`src/include/hc_defs.svh`:
```
// Host channel shared definitions
`ifndef HC_DEFS_SVH
`define HC_DEFS_SVH

// Wishbone data word and word address widths
`define HC_DATA_WIDTH 32
`define HC_ADDR_WIDTH 16

// CSR index codes as seen on the host configuration port
`define HC_CSR_FROM_HOST_BASE 3'd0
`define HC_CSR_TO_HOST_BASE   3'd1
`define HC_CSR_STATUS_ADDR    3'd2
`define HC_CSR_FROM_HOST_PROD 3'd3
`define HC_CSR_CONTROL        3'd4

`endif

```
`src/source/hc_pkg.sv`:
```
// Host channel package
`include "hc_defs.svh"

package hc_pkg;

    // ==================================================
    // Sizes
    // ==================================================

    localparam int data_width  = `HC_DATA_WIDTH;
    localparam int addr_width  = `HC_ADDR_WIDTH;
    localparam int index_width = 8;
    localparam int fifo_depth  = 8;

    // CSR index codes stay in step with the testbench through the header
    localparam logic [2:0] csr_from_host_base = `HC_CSR_FROM_HOST_BASE;
    localparam logic [2:0] csr_to_host_base   = `HC_CSR_TO_HOST_BASE;
    localparam logic [2:0] csr_status_addr    = `HC_CSR_STATUS_ADDR;
    localparam logic [2:0] csr_from_host_prod = `HC_CSR_FROM_HOST_PROD;
    localparam logic [2:0] csr_control        = `HC_CSR_CONTROL;

    // ==================================================
    // CSR data word
    // ==================================================

    // Control view with the from-host enable in bit 0
    typedef struct packed
    {
        logic [data_width-7:0] unused;
        logic [3:0]            ring_log2;
        logic                  to_host_enable;
        logic                  from_host_enable;
    } hc_csr_control;

    // The same word is either an address or index, or the control fields
    typedef union packed
    {
        logic [data_width-1:0] raw;
        hc_csr_control         control;
    } hc_csr_word;

endpackage

```
`src/source/hc_csr.sv`:
```
// Host channel CSR block
`timescale 1ns/1ps

module hc_csr
(
    input  logic                           clk,
    input  logic                           reset_n,
    input  logic                           csr_write,
    input  logic [2:0]                     csr_index,
    input  hc_pkg::hc_csr_word             csr_data,
    output logic [hc_pkg::addr_width-1:0]  from_host_base,
    output logic [hc_pkg::addr_width-1:0]  to_host_base,
    output logic [hc_pkg::addr_width-1:0]  status_addr,
    output logic [hc_pkg::index_width-1:0] from_host_prod,
    output logic [hc_pkg::index_width-1:0] ring_mask,
    output logic                           from_host_enable,
    output logic                           to_host_enable
);

    // Each write lands in one register and is visible the next cycle
    always_ff @(posedge clk)
    begin
        if (!reset_n)
        begin
            from_host_base   <= '0;
            to_host_base     <= '0;
            status_addr      <= '0;
            from_host_prod   <= '0;
            // Full index range until software picks a ring size
            ring_mask        <= '1;
            from_host_enable <= 1'b0;
            to_host_enable   <= 1'b0;
        end
        else if (csr_write)
        begin
            case (csr_index)
                hc_pkg::csr_from_host_base:
                    from_host_base <= csr_data.raw[hc_pkg::addr_width-1:0];
                hc_pkg::csr_to_host_base:
                    to_host_base <= csr_data.raw[hc_pkg::addr_width-1:0];
                hc_pkg::csr_status_addr:
                    status_addr <= csr_data.raw[hc_pkg::addr_width-1:0];
                hc_pkg::csr_from_host_prod:
                    from_host_prod <= csr_data.raw[hc_pkg::index_width-1:0];
                hc_pkg::csr_control:
                begin
                    from_host_enable <= csr_data.control.from_host_enable;
                    to_host_enable   <= csr_data.control.to_host_enable;
                    // The mask is the size minus one and a shift past the width leaves all ones
                    ring_mask <= ~({hc_pkg::index_width{1'b1}} << csr_data.control.ring_log2);
                end
                default:
                begin
                end
            endcase
        end
    end

endmodule

```
`src/source/hc_bus_arbiter.sv`:
```
// Wishbone round-robin arbiter
`timescale 1ns/1ps

module hc_bus_arbiter
(
    input  logic                          clk,
    input  logic                          reset_n,
    input  logic                          req_cyc_0,
    input  logic                          req_stb_0,
    input  logic                          req_we_0,
    input  logic [hc_pkg::addr_width-1:0] req_adr_0,
    input  logic [hc_pkg::data_width-1:0] req_dat_w_0,
    output logic                          req_ack_0,
    input  logic                          req_cyc_1,
    input  logic                          req_stb_1,
    input  logic                          req_we_1,
    input  logic [hc_pkg::addr_width-1:0] req_adr_1,
    input  logic [hc_pkg::data_width-1:0] req_dat_w_1,
    output logic                          req_ack_1,
    input  logic                          req_cyc_2,
    input  logic                          req_stb_2,
    input  logic                          req_we_2,
    input  logic [hc_pkg::addr_width-1:0] req_adr_2,
    input  logic [hc_pkg::data_width-1:0] req_dat_w_2,
    output logic                          req_ack_2,
    output logic [hc_pkg::data_width-1:0] req_dat_r,
    output logic                          wb_cyc,
    output logic                          wb_stb,
    output logic                          wb_we,
    output logic [hc_pkg::addr_width-1:0] wb_adr,
    output logic [hc_pkg::data_width-1:0] wb_dat_w,
    input  logic [hc_pkg::data_width-1:0] wb_dat_r,
    input  logic                          wb_ack
);

    // One-hot grant that is zero while the bus is idle
    logic [2:0] grant;
    logic [1:0] last;
    logic [2:0] req_vec;
    logic [2:0] next_grant;
    logic [1:0] next_last;

    assign req_vec = {req_cyc_2, req_cyc_1, req_cyc_0};

    // ==================================================
    // Round-robin pick
    // ==================================================

    always_comb
    begin
        int cand;
        next_grant = '0;
        next_last  = last;
        // Scan from the farthest engine inward so the one right after last wins
        for (int step = 3; step >= 1; step--)
        begin
            cand = (int'(last) + step) % 3;
            if (req_vec[cand])
            begin
                next_grant = 3'b001 << cand;
                next_last  = 2'(cand);
            end
        end
    end

    // Grant is taken only from idle and held until the owner's ack
    always_ff @(posedge clk)
    begin
        if (!reset_n)
        begin
            grant <= '0;
            // Engine 0 comes first after reset
            last  <= 2'd2;
        end
        else if (grant == '0)
        begin
            grant <= next_grant;
            last  <= next_last;
        end
        else if (wb_ack)
        begin
            grant <= '0;
        end
    end

    // ==================================================
    // Bus multiplexer
    // ==================================================

    assign wb_cyc = |(grant & req_vec);
    assign wb_stb = |(grant & {req_stb_2, req_stb_1, req_stb_0});
    assign wb_we  = |(grant & {req_we_2, req_we_1, req_we_0});

    always_comb
    begin
        wb_adr   = '0;
        wb_dat_w = '0;
        if (grant[0])
        begin
            wb_adr   = req_adr_0;
            wb_dat_w = req_dat_w_0;
        end
        if (grant[1])
        begin
            wb_adr   = req_adr_1;
            wb_dat_w = req_dat_w_1;
        end
        if (grant[2])
        begin
            wb_adr   = req_adr_2;
            wb_dat_w = req_dat_w_2;
        end
    end

    // Only the owner of the cycle sees the ack
    assign req_ack_0 = grant[0] && wb_ack;
    assign req_ack_1 = grant[1] && wb_ack;
    assign req_ack_2 = grant[2] && wb_ack;
    assign req_dat_r = wb_dat_r;

endmodule

```
`src/source/hc_fifo_from_host.sv`:
```
// From-host ring reader
`timescale 1ns/1ps

module hc_fifo_from_host
(
    input  logic                           clk,
    input  logic                           reset_n,
    input  logic [hc_pkg::addr_width-1:0]  from_host_base,
    input  logic [hc_pkg::index_width-1:0] from_host_prod,
    input  logic [hc_pkg::index_width-1:0] ring_mask,
    input  logic                           from_host_enable,
    output logic                           req_cyc,
    output logic                           req_stb,
    output logic                           req_we,
    output logic [hc_pkg::addr_width-1:0]  req_adr,
    output logic [hc_pkg::data_width-1:0]  req_dat_w,
    input  logic                           req_ack,
    input  logic [hc_pkg::data_width-1:0]  req_dat_r,
    output logic [hc_pkg::index_width-1:0] from_host_cons,
    output logic [hc_pkg::data_width-1:0]  rx_data,
    output logic                           rx_rdy,
    input  logic                           rx_enable
);

    logic [hc_pkg::data_width-1:0]           fifo_mem [hc_pkg::fifo_depth];
    logic [$clog2(hc_pkg::fifo_depth)-1:0]   wr_ptr;
    logic [$clog2(hc_pkg::fifo_depth)-1:0]   rd_ptr;
    logic [$clog2(hc_pkg::fifo_depth):0]     count;
    logic                                    push;
    logic                                    pop;
    logic                                    has_room;
    logic                                    start_read;

    // Read-only master
    assign req_stb   = req_cyc;
    assign req_we    = 1'b0;
    assign req_dat_w = '0;

    // Read data is pushed in the ack cycle
    assign push = req_cyc && req_ack;

    // First-word fall-through view of the head
    assign rx_rdy  = (count != '0);
    assign rx_data = fifo_mem[rd_ptr];
    assign pop     = rx_enable && rx_rdy;

    // Only one read is in flight and it starts with a free slot reserved for its word
    assign has_room = (int'(count) < hc_pkg::fifo_depth);

    assign start_read = !req_cyc && from_host_enable &&
                        (from_host_cons != from_host_prod) && has_room;

    // ==================================================
    // Control state
    // ==================================================

    always_ff @(posedge clk)
    begin
        if (!reset_n)
        begin
            req_cyc        <= 1'b0;
            from_host_cons <= '0;
            wr_ptr         <= '0;
            rd_ptr         <= '0;
            count          <= '0;
        end
        else
        begin
            if (start_read)
            begin
                req_cyc <= 1'b1;
            end
            else if (push)
            begin
                // Cycle ends at the ack and the index wraps at the ring size
                req_cyc        <= 1'b0;
                from_host_cons <= (from_host_cons + 1'b1) & ring_mask;
            end

            if (push)
                wr_ptr <= wr_ptr + 1'b1;
            if (pop)
                rd_ptr <= rd_ptr + 1'b1;

            if (push && !pop)
                count <= count + 1'b1;
            else if (pop && !push)
                count <= count - 1'b1;
        end
    end

    // Payload registers stay steady for the whole bus cycle
    always_ff @(posedge clk)
    begin
        if (push)
            fifo_mem[wr_ptr] <= req_dat_r;
        if (start_read)
        begin
            req_adr <= from_host_base +
                {{(hc_pkg::addr_width - hc_pkg::index_width){1'b0}}, from_host_cons};
        end
    end

endmodule

```
`src/source/hc_fifo_to_host.sv`:
```
// To-host ring writer
`timescale 1ns/1ps

module hc_fifo_to_host
(
    input  logic                           clk,
    input  logic                           reset_n,
    input  logic [hc_pkg::addr_width-1:0]  to_host_base,
    input  logic [hc_pkg::index_width-1:0] ring_mask,
    input  logic                           to_host_enable,
    output logic                           req_cyc,
    output logic                           req_stb,
    output logic                           req_we,
    output logic [hc_pkg::addr_width-1:0]  req_adr,
    output logic [hc_pkg::data_width-1:0]  req_dat_w,
    input  logic                           req_ack,
    output logic [hc_pkg::index_width-1:0] to_host_prod,
    input  logic [hc_pkg::data_width-1:0]  tx_data,
    input  logic                           tx_enable,
    output logic                           tx_rdy
);

    logic [hc_pkg::data_width-1:0]           fifo_mem [hc_pkg::fifo_depth];
    logic [$clog2(hc_pkg::fifo_depth)-1:0]   wr_ptr;
    logic [$clog2(hc_pkg::fifo_depth)-1:0]   rd_ptr;
    logic [$clog2(hc_pkg::fifo_depth):0]     count;
    logic                                    push;
    logic                                    pop;
    logic                                    start_write;

    // Write-only master
    assign req_stb = req_cyc;
    assign req_we  = 1'b1;

    // Client side accepts until the FIFO is full
    assign tx_rdy = (int'(count) != hc_pkg::fifo_depth);
    assign push   = tx_enable && tx_rdy;

    // Head leaves the FIFO only once the host has taken it
    assign pop = req_cyc && req_ack;

    assign start_write = !req_cyc && to_host_enable && (count != '0);

    // ==================================================
    // Control state
    // ==================================================

    always_ff @(posedge clk)
    begin
        if (!reset_n)
        begin
            req_cyc      <= 1'b0;
            to_host_prod <= '0;
            wr_ptr       <= '0;
            rd_ptr       <= '0;
            count        <= '0;
        end
        else
        begin
            if (start_write)
            begin
                req_cyc <= 1'b1;
            end
            else if (pop)
            begin
                req_cyc      <= 1'b0;
                to_host_prod <= (to_host_prod + 1'b1) & ring_mask;
            end

            if (push)
                wr_ptr <= wr_ptr + 1'b1;
            if (pop)
                rd_ptr <= rd_ptr + 1'b1;

            if (push && !pop)
                count <= count + 1'b1;
            else if (pop && !push)
                count <= count - 1'b1;
        end
    end

    // Head word and its ring slot are captured when the cycle starts
    always_ff @(posedge clk)
    begin
        if (push)
            fifo_mem[wr_ptr] <= tx_data;
        if (start_write)
        begin
            req_dat_w <= fifo_mem[rd_ptr];
            req_adr   <= to_host_base +
                {{(hc_pkg::addr_width - hc_pkg::index_width){1'b0}}, to_host_prod};
        end
    end

endmodule

```
`src/source/hc_status_manager.sv`:
```
// Host status word writer
`timescale 1ns/1ps

module hc_status_manager
(
    input  logic                           clk,
    input  logic                           reset_n,
    input  logic [hc_pkg::addr_width-1:0]  status_addr,
    input  logic [hc_pkg::index_width-1:0] from_host_cons,
    input  logic [hc_pkg::index_width-1:0] to_host_prod,
    output logic                           req_cyc,
    output logic                           req_stb,
    output logic                           req_we,
    output logic [hc_pkg::addr_width-1:0]  req_adr,
    output logic [hc_pkg::data_width-1:0]  req_dat_w,
    input  logic                           req_ack
);

    // Index values carried by the most recent status write
    logic [hc_pkg::index_width-1:0] last_cons;
    logic [hc_pkg::index_width-1:0] last_prod;
    logic                           changed;
    logic                           start_write;

    assign req_stb = req_cyc;
    assign req_we  = 1'b1;

    assign changed     = (from_host_cons != last_cons) || (to_host_prod != last_prod);
    assign start_write = !req_cyc && changed;

    // Indices that move during a cycle differ again afterwards and trigger one more write
    always_ff @(posedge clk)
    begin
        if (!reset_n)
        begin
            req_cyc   <= 1'b0;
            last_cons <= '0;
            last_prod <= '0;
        end
        else if (start_write)
        begin
            req_cyc   <= 1'b1;
            last_cons <= from_host_cons;
            last_prod <= to_host_prod;
        end
        else if (req_ack)
        begin
            req_cyc <= 1'b0;
        end
    end

    // To-host producer in the upper half, from-host consumer in the lower half
    always_ff @(posedge clk)
    begin
        if (start_write)
        begin
            req_adr   <= status_addr;
            req_dat_w <= {{(hc_pkg::data_width / 2 - hc_pkg::index_width){1'b0}}, to_host_prod,
                          {(hc_pkg::data_width / 2 - hc_pkg::index_width){1'b0}}, from_host_cons};
        end
    end

endmodule

```
`src/source/hc_root.sv`:
```
// Host channel top level
`timescale 1ns/1ps

module hc_root
(
    input  logic                          clk,
    input  logic                          reset_n,
    output logic                          wb_cyc,
    output logic                          wb_stb,
    output logic                          wb_we,
    output logic [hc_pkg::addr_width-1:0] wb_adr,
    output logic [hc_pkg::data_width-1:0] wb_dat_w,
    input  logic [hc_pkg::data_width-1:0] wb_dat_r,
    input  logic                          wb_ack,
    input  logic                          csr_write,
    input  logic [2:0]                    csr_index,
    input  hc_pkg::hc_csr_word            csr_data,
    output logic [hc_pkg::data_width-1:0] rx_data,
    output logic                          rx_rdy,
    input  logic                          rx_enable,
    input  logic [hc_pkg::data_width-1:0] tx_data,
    output logic                          tx_rdy,
    input  logic                          tx_enable
);

    // ==================================================
    // Configuration
    // ==================================================

    logic [hc_pkg::addr_width-1:0]  from_host_base;
    logic [hc_pkg::addr_width-1:0]  to_host_base;
    logic [hc_pkg::addr_width-1:0]  status_addr;
    logic [hc_pkg::index_width-1:0] from_host_prod;
    logic [hc_pkg::index_width-1:0] ring_mask;
    logic                           from_host_enable;
    logic                           to_host_enable;

    hc_csr hc_csr_i
    (
        .clk, .reset_n, .csr_write, .csr_index, .csr_data,
        .from_host_base, .to_host_base, .status_addr, .from_host_prod,
        .ring_mask, .from_host_enable, .to_host_enable
    );

    // ==================================================
    // Engines on arbiter ports 0, 1 and 2 in that order
    // ==================================================

    logic                           fh_cyc, fh_stb, fh_we, fh_ack;
    logic [hc_pkg::addr_width-1:0]  fh_adr;
    logic [hc_pkg::data_width-1:0]  fh_dat_w;
    logic                           th_cyc, th_stb, th_we, th_ack;
    logic [hc_pkg::addr_width-1:0]  th_adr;
    logic [hc_pkg::data_width-1:0]  th_dat_w;
    logic                           st_cyc, st_stb, st_we, st_ack;
    logic [hc_pkg::addr_width-1:0]  st_adr;
    logic [hc_pkg::data_width-1:0]  st_dat_w;
    logic [hc_pkg::data_width-1:0]  bus_dat_r;
    logic [hc_pkg::index_width-1:0] from_host_cons;
    logic [hc_pkg::index_width-1:0] to_host_prod;

    hc_fifo_from_host hc_fifo_from_host_i
    (
        .clk, .reset_n, .from_host_base, .from_host_prod, .ring_mask, .from_host_enable,
        .req_cyc(fh_cyc), .req_stb(fh_stb), .req_we(fh_we), .req_adr(fh_adr),
        .req_dat_w(fh_dat_w), .req_ack(fh_ack), .req_dat_r(bus_dat_r),
        .from_host_cons, .rx_data, .rx_rdy, .rx_enable
    );

    hc_fifo_to_host hc_fifo_to_host_i
    (
        .clk, .reset_n, .to_host_base, .ring_mask, .to_host_enable,
        .req_cyc(th_cyc), .req_stb(th_stb), .req_we(th_we), .req_adr(th_adr),
        .req_dat_w(th_dat_w), .req_ack(th_ack),
        .to_host_prod, .tx_data, .tx_enable, .tx_rdy
    );

    hc_status_manager hc_status_manager_i
    (
        .clk, .reset_n, .status_addr, .from_host_cons, .to_host_prod,
        .req_cyc(st_cyc), .req_stb(st_stb), .req_we(st_we), .req_adr(st_adr),
        .req_dat_w(st_dat_w), .req_ack(st_ack)
    );

    hc_bus_arbiter hc_bus_arbiter_i
    (
        .clk, .reset_n,
        .req_cyc_0(fh_cyc), .req_stb_0(fh_stb), .req_we_0(fh_we), .req_adr_0(fh_adr),
        .req_dat_w_0(fh_dat_w), .req_ack_0(fh_ack),
        .req_cyc_1(th_cyc), .req_stb_1(th_stb), .req_we_1(th_we), .req_adr_1(th_adr),
        .req_dat_w_1(th_dat_w), .req_ack_1(th_ack),
        .req_cyc_2(st_cyc), .req_stb_2(st_stb), .req_we_2(st_we), .req_adr_2(st_adr),
        .req_dat_w_2(st_dat_w), .req_ack_2(st_ack),
        .req_dat_r(bus_dat_r),
        .wb_cyc, .wb_stb, .wb_we, .wb_adr, .wb_dat_w, .wb_dat_r, .wb_ack
    );

endmodule

```
`config.mk`:
```
export PLATFORM = sky130hd
export DESIGN_NAME = hc_root
export DESIGN_NICKNAME = d
export VERILOG_FILES = /design/src/source/hc_pkg.sv /design/src/source/hc_csr.sv /design/src/source/hc_bus_arbiter.sv /design/src/source/hc_fifo_from_host.sv /design/src/source/hc_fifo_to_host.sv /design/src/source/hc_status_manager.sv /design/src/source/hc_root.sv
export VERILOG_INCLUDE_DIRS = /design/src /design/src/include
export SDC_FILE = /design/constraint.sdc
export NUM_CORES = 1
export LEC_CHECK = 0
export BUFFER_PORTS_ARGS = -buffer_cell sky130_fd_sc_hd__buf_2
export CAP_MARGIN = 15
export CORE_MARGIN = 2
export CORE_UTILIZATION = 47
export CTS_BUF_LIST = sky130_fd_sc_hd__clkbuf_8
export CTS_CLUSTER_DIAMETER = 60
export DETAILED_ROUTE_END_ITERATION = 16
export PLACE_DENSITY = 0.67
export SLEW_MARGIN = 5
export SYNTH_ARGS = -nofsm -noshare
export SYNTH_HDL_FRONTEND = slang
export SYNTH_SLANG_ARGS = --single-unit
```
`constraint.sdc`:
```
create_clock -name clk -period 4.32 [get_ports clk]
set_input_delay 0.216 -clock clk [delete_from_list [all_inputs] [get_ports clk]]
set_output_delay 0.216 -clock clk [all_outputs]
set_load 0.01 [all_outputs]
```
==> results of run 1 <==
flip-flops by register name (all words and copies together) (netlist names), 8 cells and up, named ones only:
| register | cells |
|---|---|
| hc_fifo_to_host_i.req_adr | 16 |
| hc_fifo_to_host_i.to_host_prod | 8 |
| hc_fifo_to_host_i.req_dat_w | 32 |
| hc_status_manager_i.req_adr | 16 |
| hc_fifo_from_host_i.req_adr | 16 |
| hc_fifo_from_host_i.from_host_cons | 8 |
| hc_fifo_to_host_i.fifo_mem | 256 |
| hc_status_manager_i.req_dat_w | 16 |
| hc_csr_i.status_addr | 16 |
| hc_csr_i.from_host_base | 16 |
| hc_csr_i.ring_mask | 8 |
| hc_csr_i.from_host_prod | 8 |
| hc_csr_i.to_host_base | 16 |
| hc_fifo_from_host_i.fifo_mem | 256 |
| hc_status_manager_i.last_prod | 8 |
| hc_status_manager_i.last_cons | 8 |
cell families after synthesis:
group / share of synthesized area, %
buffers and inverters: 1.76
adder cells (fa/ha/maj): 1.62
AO/OA/AOI/OAI: 5.53
flip-flops: 70.3
XOR/XNOR: 1.89
AND/OR/NAND/NOR: 6.33
multiplexers: 12.5
worst reg2reg max path, delay by kind of cell, from the launching register on:
family                 cells  cell delay [ps]
flip-flops                 1              440
buffers and inverters      1              310
AND/OR/NAND/NOR            3             1290
AO/OA/AOI/OAI              1              630
worst paths after layout:
check / depth (start not counted) / from / to / slack (ps)
worst max-delay path: 4 / flop / rx_data[8] / 1180
worst min-delay path: 5 / csr_index[1] / hc_csr_i.status_addr[2] / 9
worst max register to register: 5 / hc_fifo_to_host_i.count[0] / hc_fifo_to_host_i.fifo_mem[5][9] / 1330
worst min register to register: 0 / hc_csr_i.status_addr[13] / hc_status_manager_i.req_adr[13] / 430
layout make-up:
| cell class | instances | share of cell area [%] |
|---|---|---|
| Inverter | 16 | 0.181 |
| Clock buffer | 124 | 4.93 |
| Timing Repair Buffer | 299 | 5.94 |
| Multi-Input combinational cell | 939 | 24.3 |
| Tap cell | 846 | 3.06 |
| Sequential cell | 737 | 60.2 |
| Antenna cell | 2 | 0.0145 |
| Clock inverter | 92 | 1.37 |
through the flow:
stage / instance area [sq um] / worst slack [ps] / power (mW) / hold slack (ps) / instances
floorplan: 29600 / 634 / 8.88 / 315 / 1796
global placement: 31600 / 1380 / 9.25 / 412 / 2751
detailed placement: 31600 / 1370 / 9.29 / 416 / 2751
CTS: 34600 / 1000 / 14.8 / 8.81 / 3051
global route: 34600 / 934 / 15.2 / 9.91 / 3055
finish: 34600 / 1180 / 14.6 / 9.30 / 3055
power by group through the flow:
| stage | clock network [mW] | registers (mW) | logic [mW] |
|---|---|---|---|
| floorplan | 0 | 8.04 | 0.845 |
| global placement | 0 | 8.13 | 1.13 |
| detailed placement | 0 | 8.14 | 1.15 |
| CTS | 5.61 | 7.99 | 1.22 |
| global route | 5.90 | 8.01 | 1.32 |
| finish | 5.45 | 7.98 | 1.20 |
cells in the final DEF (no fill, tap or decap), types with 39 or more instances in the layout:
cell type	n
sky130_fd_sc_hd__edfxtp_1	608
sky130_fd_sc_hd__nand2_1	200
sky130_fd_sc_hd__dlygate4sd3_1	85
sky130_fd_sc_hd__a21boi_0	72
sky130_fd_sc_hd__buf_4	39
sky130_fd_sc_hd__mux2_2	67
sky130_fd_sc_hd__clkbuf_8	124
sky130_fd_sc_hd__o21ai_0	40
sky130_fd_sc_hd__mux4_2	128
sky130_fd_sc_hd__inv_1	52
sky130_fd_sc_hd__buf_2	172
sky130_fd_sc_hd__dfxtp_1	123
metal layers:
layer	track usage [%]	wire length [microns]
met5	0	27
met1	24.8	26100
met4	6.77	1550
met2	31.3	30200
met3	4.30	3610
timing repair:
action,CTS,global route
setup endpoints to repair,0,0
hold endpoints to repair,588,5
gates resized for setup,0,0
buffers inserted,0,0
hold buffers,84,1
==> implementation parameters, run 1 <==
Parameter                              Value

Run status
  Status ... complete, no violations

Yosys
  Async set-or-reset flop fraction in the synthesized netlist ... 0%
  Number of library cell types mapped by synthesis ... 60
  Syn_nets ... around 1,900
  Primary FF master, synth ... sky130_fd_sc_hd__edfxtp_1
  Library cell with the highest instance count after synthesis ... sky130_fd_sc_hd__edfxtp_1
  Number of instances in the synthesized netlist ... ~1,800
  Share of the yosys chip area belonging to registers ... a little over two thirds
  Average size of a mapped cell ... between 15 and 20 sq um
  Post-synthesis instance area ... 29,600 sq um
  Synth area leader ... sky130_fd_sc_hd__edfxtp_1
  Synth warnings ... 0
  Yosys reg bits ... 737
  Synth top area share ... about three fifths
  Top cell types by occurrence after synthesis ... 608 x sky130_fd_sc_hd__edfxtp_1, 200 x sky130_fd_sc_hd__nand2_1, 129 x sky130_fd_sc_hd__dfxtp_1
  Number of flops mapped to enable cells by yosys ... between 600 and 700
  Top cells by area, synth ... sky130_fd_sc_hd__edfxtp_1 62%, sky130_fd_sc_hd__mux4_2 9.7%, sky130_fd_sc_hd__dfxtp_1 8.7%

Pwr
  Part of the total power dissipated in combinational logic ... under 10%
  Static power due to leakage ... around 12 nW
  Max rail drop VDD ... around 0.33 mV
  Sw Pwr ... around 3.4 mW
  Cell Pwr Density ... between 400 and 500 nW/um^2
  Switching Share ... between 20% and 30%
  Sequential cell fraction of total power ... between 50 and 60%
  Internal power ... roughly 11 mW
  Proportion of power drawn by the clock network ... about 37%

Global route
  Via count of the first global-routing pass ... ~17,000
  First-pass GRT wire length ... between 90 and 100 mm
  Total congestion overflow after global routing ... 0
  Initial antenna violation count ... 4
  All-layer global routing usage ... 19.0%
  Maximum number of pins on one net before global-route repair ... a little under 80

Cells and area
  Number of filler instances in the final layout ... around 4,900
  Sequential cell area ... approximately 21,000 sq um
  Layout cells sized above 1 ... roughly a quarter
  Growth of design area from synthesis to finish ... 16.8%
  Utilization after layout ... 55.2%
  Total area of multi-input combinational cells ... 8410 sq um
  # nets final ... about 2,200

Place
  Total of buffers placed on input and output ports ... 173
  Detailed Place HPWL ... approximately 36 mm
  RePlAce Congestion ... between 0.8 and 0.9

Critical path
  Cell at the slowest stage of the critical path ... sky130_fd_sc_hd__dfxtp_4
  Ordered list of cells on the worst path ... buf_12 -> mux4_2 -> mux2_2 -> buf_2
  Data arrival at the endpoint of the critical path ... between 2000 and 3000 ps
  Worst-path maximum fanout ... 40
  Category of the worst setup path launch point ... flop
  CP delay by family, top ... flip-flops
  Type of destination of the critical path ... output port
  Kind of critical path ... flop to output port
  Worst path buffer plus inverter count ... 2
  Req. time, crit path ... 4100 ps
  Crit path largest cell delay ... around 900 ps

Timing
  Final setup violation count ... 0
  Sum of negative setup slack ... 0 ps
  Final number of hold-violating endpoints ... 0
  Number of pins with negative max-slew slack in the final report ... 0
  Measured slew at the worst slew-check pin ... about 1100 ps
  Skew final ... around 43 ps
  Final Critical Period ... approximately 3100 ps
  Final Cycle Share ... ~73%
  Maximum frequency from static timing analysis ... between 300 and 400 MHz
  RSZ-0062 raised after global routing ... no
  Slew Limit Headroom ... 26.9%

Clock tree
  Number of buffers on the longest clock path ... 3
  H-tree depth reported by CTS ... 3
  Clock root buffer ... sky130_fd_sc_hd__clkbuf_8
  Clock latency on the worst-skew pair ... between 700 and 800 ps
  Clock buffer count from CTS ... 115
  Clock slew seen by the registers of the worst setup and hold paths ... about 60 ps
  Clock tree from TritonCTS ... built
  Clock tree sinks ... 737

Floorplan
  Initial standard-cell utilization of the core ... between 40% and 50%
  Die Outline Area ... approximately 65,000 sq um
  Core footprint ... approximately 63,000 sq um
  Num ports ... 190
  Number of cell rows ... 92
  Width of the die ... about 260 microns
  Vertical die dimension ... ~260 microns

Routing
  First-pass iteration count of the detailed router ... 5
  Remaining routing DRC violations ... 0
  Remaining antenna violation count ... 0
  Total Routed Length ... approximately 62 mm
  Via count of the routed design ... roughly 16,000
  Detail-routed via count per cell ... approximately 5.4
  Detailed router's first-iteration violation count ... 1,101
  Drt wl/cell ... ~20 microns

Hold path
  Worst Hold Class ... input port to flop

Run
  MaxCap Viol Count ... 0
Note: power is estimated with default switching activity, not from simulation.
==> run 2, diff against run 1 <==
- clock period: 4.32 -> 2.77 ns (I/O delays scaled with it)
==> run 2 against run 1 <==
  * Flip-flop and latch count stayed put
  * Critical path depth is 6 higher
  * Clock power up 54%
  * Via count up 1.5%
  * Design area grew 1.3%
  * Clock skew increased by 13 ps
  * First-iteration DRC count up 5.7%
  * Largest cell class unchanged
==> implementation parameters, run 2 (synthesized netlist as in run 1, its figures left out) <==
Parameter                              Value

Run status
  Status ... complete, no violations

Routing
  Detail-routed via count per cell ... 5.39 (+0.67%)
  Detailed router's first-iteration violation count ... 1,164 (+5.7%)
  Routed met3 length ... 3.99 mm (+11%)
  Remaining routing DRC violations ... 0 (unchanged)
  Met1 WL ... 26.2 mm (+0.48%)
  Top routing layer used ... met5
  Total Routed Length ... 62.7 mm (+2.0%)
  First-pass iteration count of the detailed router ... 5 (unchanged)
  Via count of the routed design ... 16,596 (+1.5%)
  Routed met2 length ... 31.4 mm (+3.9%)
  Drt wl/cell ... 20.4 microns (+1.1%)
  Remaining antenna violation count ... 0 (unchanged)

Timing
  Final number of hold-violating endpoints ... 0 (unchanged)
  Final Cycle Share ... 94.5%
  Final Critical Period ... about 2600 ps
  Skew final ... 56.0 ps (+13.3 ps)
  Number of pins with negative max-slew slack in the final report ... 0 (unchanged)
  Measured slew at the worst slew-check pin ... 600 ps (-492 ps)
  Final setup violation count ... 0 (unchanged)
  Sum of negative setup slack ... 0 ps (unchanged)
  Maximum frequency from static timing analysis ... between 300 and 400 MHz
  Slew Limit Headroom ... 60.0% (+33 points)
  RSZ-0062 raised after global routing ... no

Pwr
  Max rail drop VDD ... 0.505 mV (+51%)
  Static power due to leakage ... 12.1 nW (+1.7%)
  Cell Pwr Density ... 650 nW/um^2 (+54%)
  Total power of the final layout ... 22.8 mW (+56%)

Clock tree
  Clock tree from TritonCTS ... built
  Clock root buffer ... sky130_fd_sc_hd__clkbuf_8
  Clock buffer count from CTS ... 117 (+1.7%)
  Clock latency on the worst-skew pair ... 720 ps (about the same)
  H-tree depth reported by CTS ... 3 (unchanged)
  Clock slew seen by the registers of the worst setup and hold paths ... 60 ps (about the same)
  Number of buffers on the longest clock path ... 3 (unchanged)
  Clock tree sinks ... 737 (unchanged)

Global route
  Via count of the first global-routing pass ... 17,056 (+3.1%)
  Maximum number of pins on one net before global-route repair ... 87 (+13%)
  Total congestion overflow after global routing ... 0 (unchanged)
  All-layer global routing usage ... 19.4% (+0.43 points)
  First-pass GRT wire length ... 95.6 mm (+2.0%)
  Initial antenna violation count ... 5 (+1)

Critical path
  Worst path buffer plus inverter count ... 1 (-1)
  Type of destination of the critical path ... flop
  Cell with the most instances on the worst path ... sky130_fd_sc_hd__ha_1
  Cell at the slowest stage of the critical path ... sky130_fd_sc_hd__or4_4
  Req. time, crit path ... 3410 ps (-690 ps)
  Category of the worst setup path launch point ... flop
  Crit path largest cell delay ... 550 ps (-350 ps)
  CP delay by family, top ... simple AND/OR/NAND/NOR gates
  Ordered list of cells on the worst path ... or4_4 -> nand2_2 -> ha_1 -> inv_1 -> ha_1 -> a21o_1 -> a21oi_1 -> xnor2_1 -> or3_1 -> a21boi_0
  Worst-path maximum fanout ... 4 (-90%)
  Kind of critical path ... flop to flop
  Data arrival at the endpoint of the critical path ... 3260 ps (+330 ps)

Floorplan
  Width of the die ... 255 microns (unchanged)
  Num ports ... 190 (unchanged)
  Number of cell rows ... 92 (unchanged)
  Die Outline Area ... 65,100 sq um (unchanged)
  Initial standard-cell utilization of the core ... 47.2% (unchanged)
  Vertical die dimension ... 255 microns (unchanged)
  Core footprint ... 62,700 sq um (unchanged)

Cells and area
  Total area of multi-input combinational cells ... 8430 sq um (+0.30%)
  Fin cells ... 3,081 (+0.85%)
  Growth of design area from synthesis to finish ... 18.3%
  Layout cells sized above 1 ... 27.5% (+0.79 points)
  Number of filler instances in the final layout ... 4,912 (-0.53%)
  Post-Layout Inst Area ... 35,100 sq um (+1.3%)
  Sequential cell area ... 20,900 sq um (about the same)
  # nets final ... 2,276 (+1.2%)
  Utilization after layout ... 55.9% (+0.70 points)
  Commonest non-fill, non-tap cells in the layout ... 608 x sky130_fd_sc_hd__edfxtp_1, 199 x sky130_fd_sc_hd__nand2_1, 172 x sky130_fd_sc_hd__buf_2
  Largest registers ranked by flip-flop count ... hc_fifo_from_host_i.fifo_mem (256), hc_fifo_to_host_i.fifo_mem (256), hc_fifo_to_host_i.req_dat_w (32)
  Most frequent standard cell in the layout excluding fill and tap cells ... sky130_fd_sc_hd__edfxtp_1

Place
  Area after detailed placement ... 32,000 sq um (+1.3%)
  Detailed Place HPWL ... 37.8 mm (+4.1%)
  Total instance count after detailed placement ... 2,772 (+0.76%)
  RePlAce Congestion ... 0.814 (-4.8%)
  Total of buffers placed on input and output ports ... 173 (unchanged)

Hold path
  Worst Hold Class ... input port to flop

Run
  MaxCap Viol Count ... 0 (unchanged)
## run 2: changes by cell type in the layout (fill, tap and decap cells not counted), moves of 4 or more
cell	before	now
sky130_fd_sc_hd__buf_12	2	21
sky130_fd_sc_hd__clkinv_1	33	18
sky130_fd_sc_hd__inv_1	52	65
sky130_fd_sc_hd__dlygate4sd3_1	85	89
## run 2: layout make-up
| type | count | area share (%) |
|---|---|---|
| sequential | 737 | 59.5 |
| multi-input combinational | 939 | 24.1 |
| timing repair buffer | 324 | 7.09 |
| clock buffer | 127 | 4.99 |
| tap | 846 | 3.02 |
| clock inverter | 88 | 1.16 |
| inverter | 16 | 0.178 |
| antenna | 4 | 0.0285 |
## run 2: final timing paths
check        depth (start not counted)                        endpoint                         start  slack (ps)
max                                 10    hc_fifo_from_host_i.count[3]  hc_fifo_from_host_i.count[0]         150
max reg2reg                         10    hc_fifo_from_host_i.count[3]  hc_fifo_from_host_i.count[0]         150
min                                  4       hc_csr_i.from_host_enable                  csr_index[2]          70
min reg2reg                          0  hc_status_manager_i.req_adr[3]       hc_csr_i.status_addr[3]         430
## run 2: tightest hold or removal path: stages
cell and delay (ps):
sky130_fd_sc_hd__buf_2 110, sky130_fd_sc_hd__and3_1 280, sky130_fd_sc_hd__nand2_1 120, sky130_fd_sc_hd__a21boi_0 70
## run 2: through the flow
stage                     setup slack (ps)  hold slack, ps
after CTS                             15.4            1.85
after global routing                  17.4            58.1
after floorplan                       -847             237
after detailed placement              75.4             408
final                                  152            69.3
after global placement                 140             397
## run 2: power by group
group | leakage, nW | switching [mW] | internal (mW)
Sequential | 6.60 | 0.128 | 12.2
Clock | 1.30 | 4.13 | 4.24
Combinational | 4.23 | 0.998 | 1.07
## run 2: routing by layer
metal  vias up  GRT usage [%]
met4         2           5.50
met3        90           4.16
met2       480           32.8
met5         -              0
met1      8404           25.4
li1       7620              -
## run 2: what timing repair did
action | 4_1_cts | 5_1_grt
resized for setup | 0 | 3
endpoints found under the setup margin | 16 | 2
hold endpoints to repair | 608 | 0
hold buffers | 89 | 0
buffers inserted | 1 | 0
==> run 3, diff against run 2 <==
- PLACE_DENSITY: 0.67 -> default
- RECOVER_POWER: default -> 100
- clock period: 2.77 -> 2.8 ns (I/O delays scaled with it)
==> run 3 against run 2 <==
  * The run now ends with capacitance limit, slew limit left
  * Flip-flop and latch count is the same
  * Combinational power fell by 4%
  * Final cell count about the same
  * Critical path type is now flop to output port
  * Critical endpoint is now wb_adr[5]
  * Largest cell class unchanged
==> implementation parameters, run 3 (synthesized netlist as in run 1, its figures left out) <==
Parameter                              Value

Global route
  Met2 Track Usage GR ... 34.8% (+2.0 points)
  Grt met3 use ... 3.84% (-0.32 points)
  Fraction of met1 tracks used by global routing ... 25.0% (-0.39 points)
  Global route hottest layer ... met2
  Total congestion overflow after global routing ... 0 (unchanged)
  Maximum number of pins on one net before global-route repair ... 116 (+33%)
  First-pass GRT wire length ... 97.5 mm (+2.0%)
  Via count of the first global-routing pass ... 16,938 (-0.69%)
  Initial antenna violation count ... 7 (+2)
  All-layer global routing usage ... 19.9% (+0.47 points)

Pwr
  Proportion of power drawn by the clock network ... 37.8% (+1.1 points)
  Part of the total power dissipated in combinational logic ... 8.6% (-0.5 points)
  Cell Pwr Density ... 659 nW/um^2 (+1.4%)
  Sequential cell fraction of total power ... 53.6% (-0.6 points)
  Internal power ... 17.6 mW (+0.47%)
  Sw Pwr ... 5.23 mW (-0.62%)
  Static power due to leakage ... 11.7 nW (-3.8%)
  Max rail drop VDD ... 0.525 mV (+3.9%)
  Switching Share ... 22.9% (-0.19 points)

Routing
  Remaining routing DRC violations ... 0 (unchanged)
  First-pass iteration count of the detailed router ... 5 (unchanged)
  Detailed router's first-iteration violation count ... 1,118 (-4.0%)
  Detail-routed via count per cell ... 5.30 (-1.6%)
  Total Routed Length ... 63.6 mm (+1.3%)
  Via count of the routed design ... 16,338 (-1.6%)
  Drt wl/cell ... 20.6 microns (+1.3%)
  Remaining antenna violation count ... 0 (unchanged)

Timing
  Number of pins with negative max-slew slack in the final report ... 166 (+166)
  Sum of negative setup slack ... 0 ps (unchanged)
  Final setup violation count ... 0 (unchanged)
  Measured slew at the worst slew-check pin ... 2090 ps (+1490 ps)
  Final number of hold-violating endpoints ... 0 (unchanged)
  Final Critical Period ... roughly 2700 ps
  Worst hold margin ... 62.0 ps (-7.29 ps)
  RSZ-0062 raised after global routing ... no
  Skew final ... 31.2 ps (-24.8 ps)
  Slew Limit Headroom ... -39.2% (-99 points)
  Final Cycle Share ... a little under 100%
  Maximum frequency from static timing analysis ... 370 MHz

Floorplan
  Die Outline Area ... 65,100 sq um (unchanged)
  Initial standard-cell utilization of the core ... 47.2% (unchanged)
  Number of cell rows ... 92 (unchanged)
  Num ports ... 190 (unchanged)
  Width of the die ... 255 microns (unchanged)
  Core footprint ... 62,700 sq um (unchanged)
  Vertical die dimension ... 255 microns (unchanged)

Critical path
  Kind of critical path ... flop to output port
  Worst-path maximum fanout ... 21 (+17)
  Category of the worst setup path launch point ... flop
  Type of destination of the critical path ... output port
  Data arrival at the endpoint of the critical path ... 2560 ps (-700 ps)
  Req. time, crit path ... 2660 ps (-750 ps)

Clock tree
  Clock slew seen by the registers of the worst setup and hold paths ... 60 ps (about the same)
  Clock latency on the worst-skew pair ... 730 ps (about the same)
  Clock tree sinks ... 737 (unchanged)
  Clock root buffer ... sky130_fd_sc_hd__clkbuf_8
  H-tree depth reported by CTS ... 3 (unchanged)
  Clock buffer count from CTS ... 120 (+2.6%)
  Number of buffers on the longest clock path ... 3 (unchanged)
  Clock tree from TritonCTS ... built

Place
  Total of buffers placed on input and output ports ... 173 (unchanged)
  Area after detailed placement ... 31,900 sq um (-0.13%)
  Detailed Place HPWL ... 38.1 mm (+0.89%)
  RePlAce Congestion ... 0.804 (-1.3%)

Cells and area
  Largest registers ranked by flip-flop count ... hc_fifo_from_host_i.fifo_mem (256), hc_fifo_to_host_i.fifo_mem (256), hc_fifo_to_host_i.req_dat_w (32)
  Post-Layout Inst Area ... 34,700 sq um (-1.1%)
  Growth of design area from synthesis to finish ... 17.0%
  Commonest non-fill, non-tap cells in the layout ... 608 x sky130_fd_sc_hd__edfxtp_1, 199 x sky130_fd_sc_hd__nand2_1, 133 x sky130_fd_sc_hd__clkbuf_8
  # nets final ... 2,275 (-0.044%)
  Layout cells sized above 1 ... 21.3% (-6.3 points)
  Most frequent standard cell in the layout excluding fill and tap cells ... sky130_fd_sc_hd__edfxtp_1
  Number of filler instances in the final layout ... 5,123 (+4.3%)

Run
  MaxCap Viol Count ... 2 (+2)

Run status
  Violated checks ... capacitance limit, slew limit
  Status ... finished with violations

Hold path
  Worst Hold Class ... input port to flop
==> run 3: cell count changes in the layout (fill, tap and decap cells not counted), sizes merged <==
cell / change
clkinv: -9
diode: +2
buf: -166
dlygate4sd3: -1
bufinv: +2
clkinvlp: +3
clkbuf: +169
inv: +1
==> run 3: power groups by stage <==
stage	Combinational, mW	Clock, mW	Sequential, mW
floorplan	1.31	0	12.4
global placement	1.90	0	12.5
detailed placement	1.93	0	12.5
CTS	2.09	8.91	12.2
global route	2.17	9.37	12.3
finish	1.98	8.62	12.2
==> run 3: layer usage <==
layer / vias to the layer above / part of all wire, %
li1: 7637 / -
met1: 8234 / 42
met2: 366 / 52
met3: 99 / 4.9
met4: 2 / 1.9
met5: - / 0.020
==> run 3: layout make-up <==
| class | instances | area [sq um] | area share [%] |
|---|---|---|---|
| inverter | 16 | 62.6 | 0.180 |
| clock buffer | 133 | 1830 | 5.28 |
| antenna | 6 | 15.0 | 0.0433 |
| tap | 846 | 1060 | 3.05 |
| sequential | 737 | 20800 | 60.1 |
| clock inverter | 85 | 415 | 1.20 |
| multi-input combinational | 939 | 8400 | 24.2 |
| timing repair buffer | 320 | 2030 | 5.87 |
==> run 3: path summary, 6_finish.rpt <==
| check | start | end | slack, ps | cells after the start |
|---|---|---|---|---|
| worst max-delay path | hc_bus_arbiter_i.grant[1] | wb_adr[5] | 100 | 6 |
| worst min-delay path | csr_index[2] | hc_csr_i.from_host_enable | 60 | 4 |
| worst max register to register | hc_fifo_to_host_i.count[0] | hc_fifo_to_host_i.fifo_mem[1][18] | 160 | 6 |
| worst min register to register | hc_csr_i.status_addr[10] | hc_status_manager_i.req_adr[10] | 430 | 0 |
==> run 3: worst max-delay path: stages (launching register included) <==
cell	delay [ps]
sky130_fd_sc_hd__dfxtp_1	310
sky130_fd_sc_hd__buf_4	210
sky130_fd_sc_hd__nor2b_1	420
sky130_fd_sc_hd__buf_4	280
sky130_fd_sc_hd__a22oi_1	80
sky130_fd_sc_hd__o21ai_0	340
sky130_fd_sc_hd__buf_2	210
==> run 3: repair_timing <==
item	CTS	global route
buffers inserted	1	0
hold buffers	88	0
setup endpoints to repair	10	1
gates resized for setup	0	2
endpoints found under the hold margin	594	0
==> run 3: through the flow <==
step | total power [mW] | utilization, % | instances | setup slack, ps
2_1_floorplan | 13.7 | - | 1796 | -817
6_report | 22.8 | 55.3 | 3082 | 100
5_1_grt | 23.8 | 55.3 | 3081 | 7.36
3_3_place_gp | 14.4 | 50.9 | 2769 | 184
3_5_place_dp | 14.4 | 50.9 | 2769 | 144
4_1_cts | 23.2 | 55.9 | 3076 | 27.4
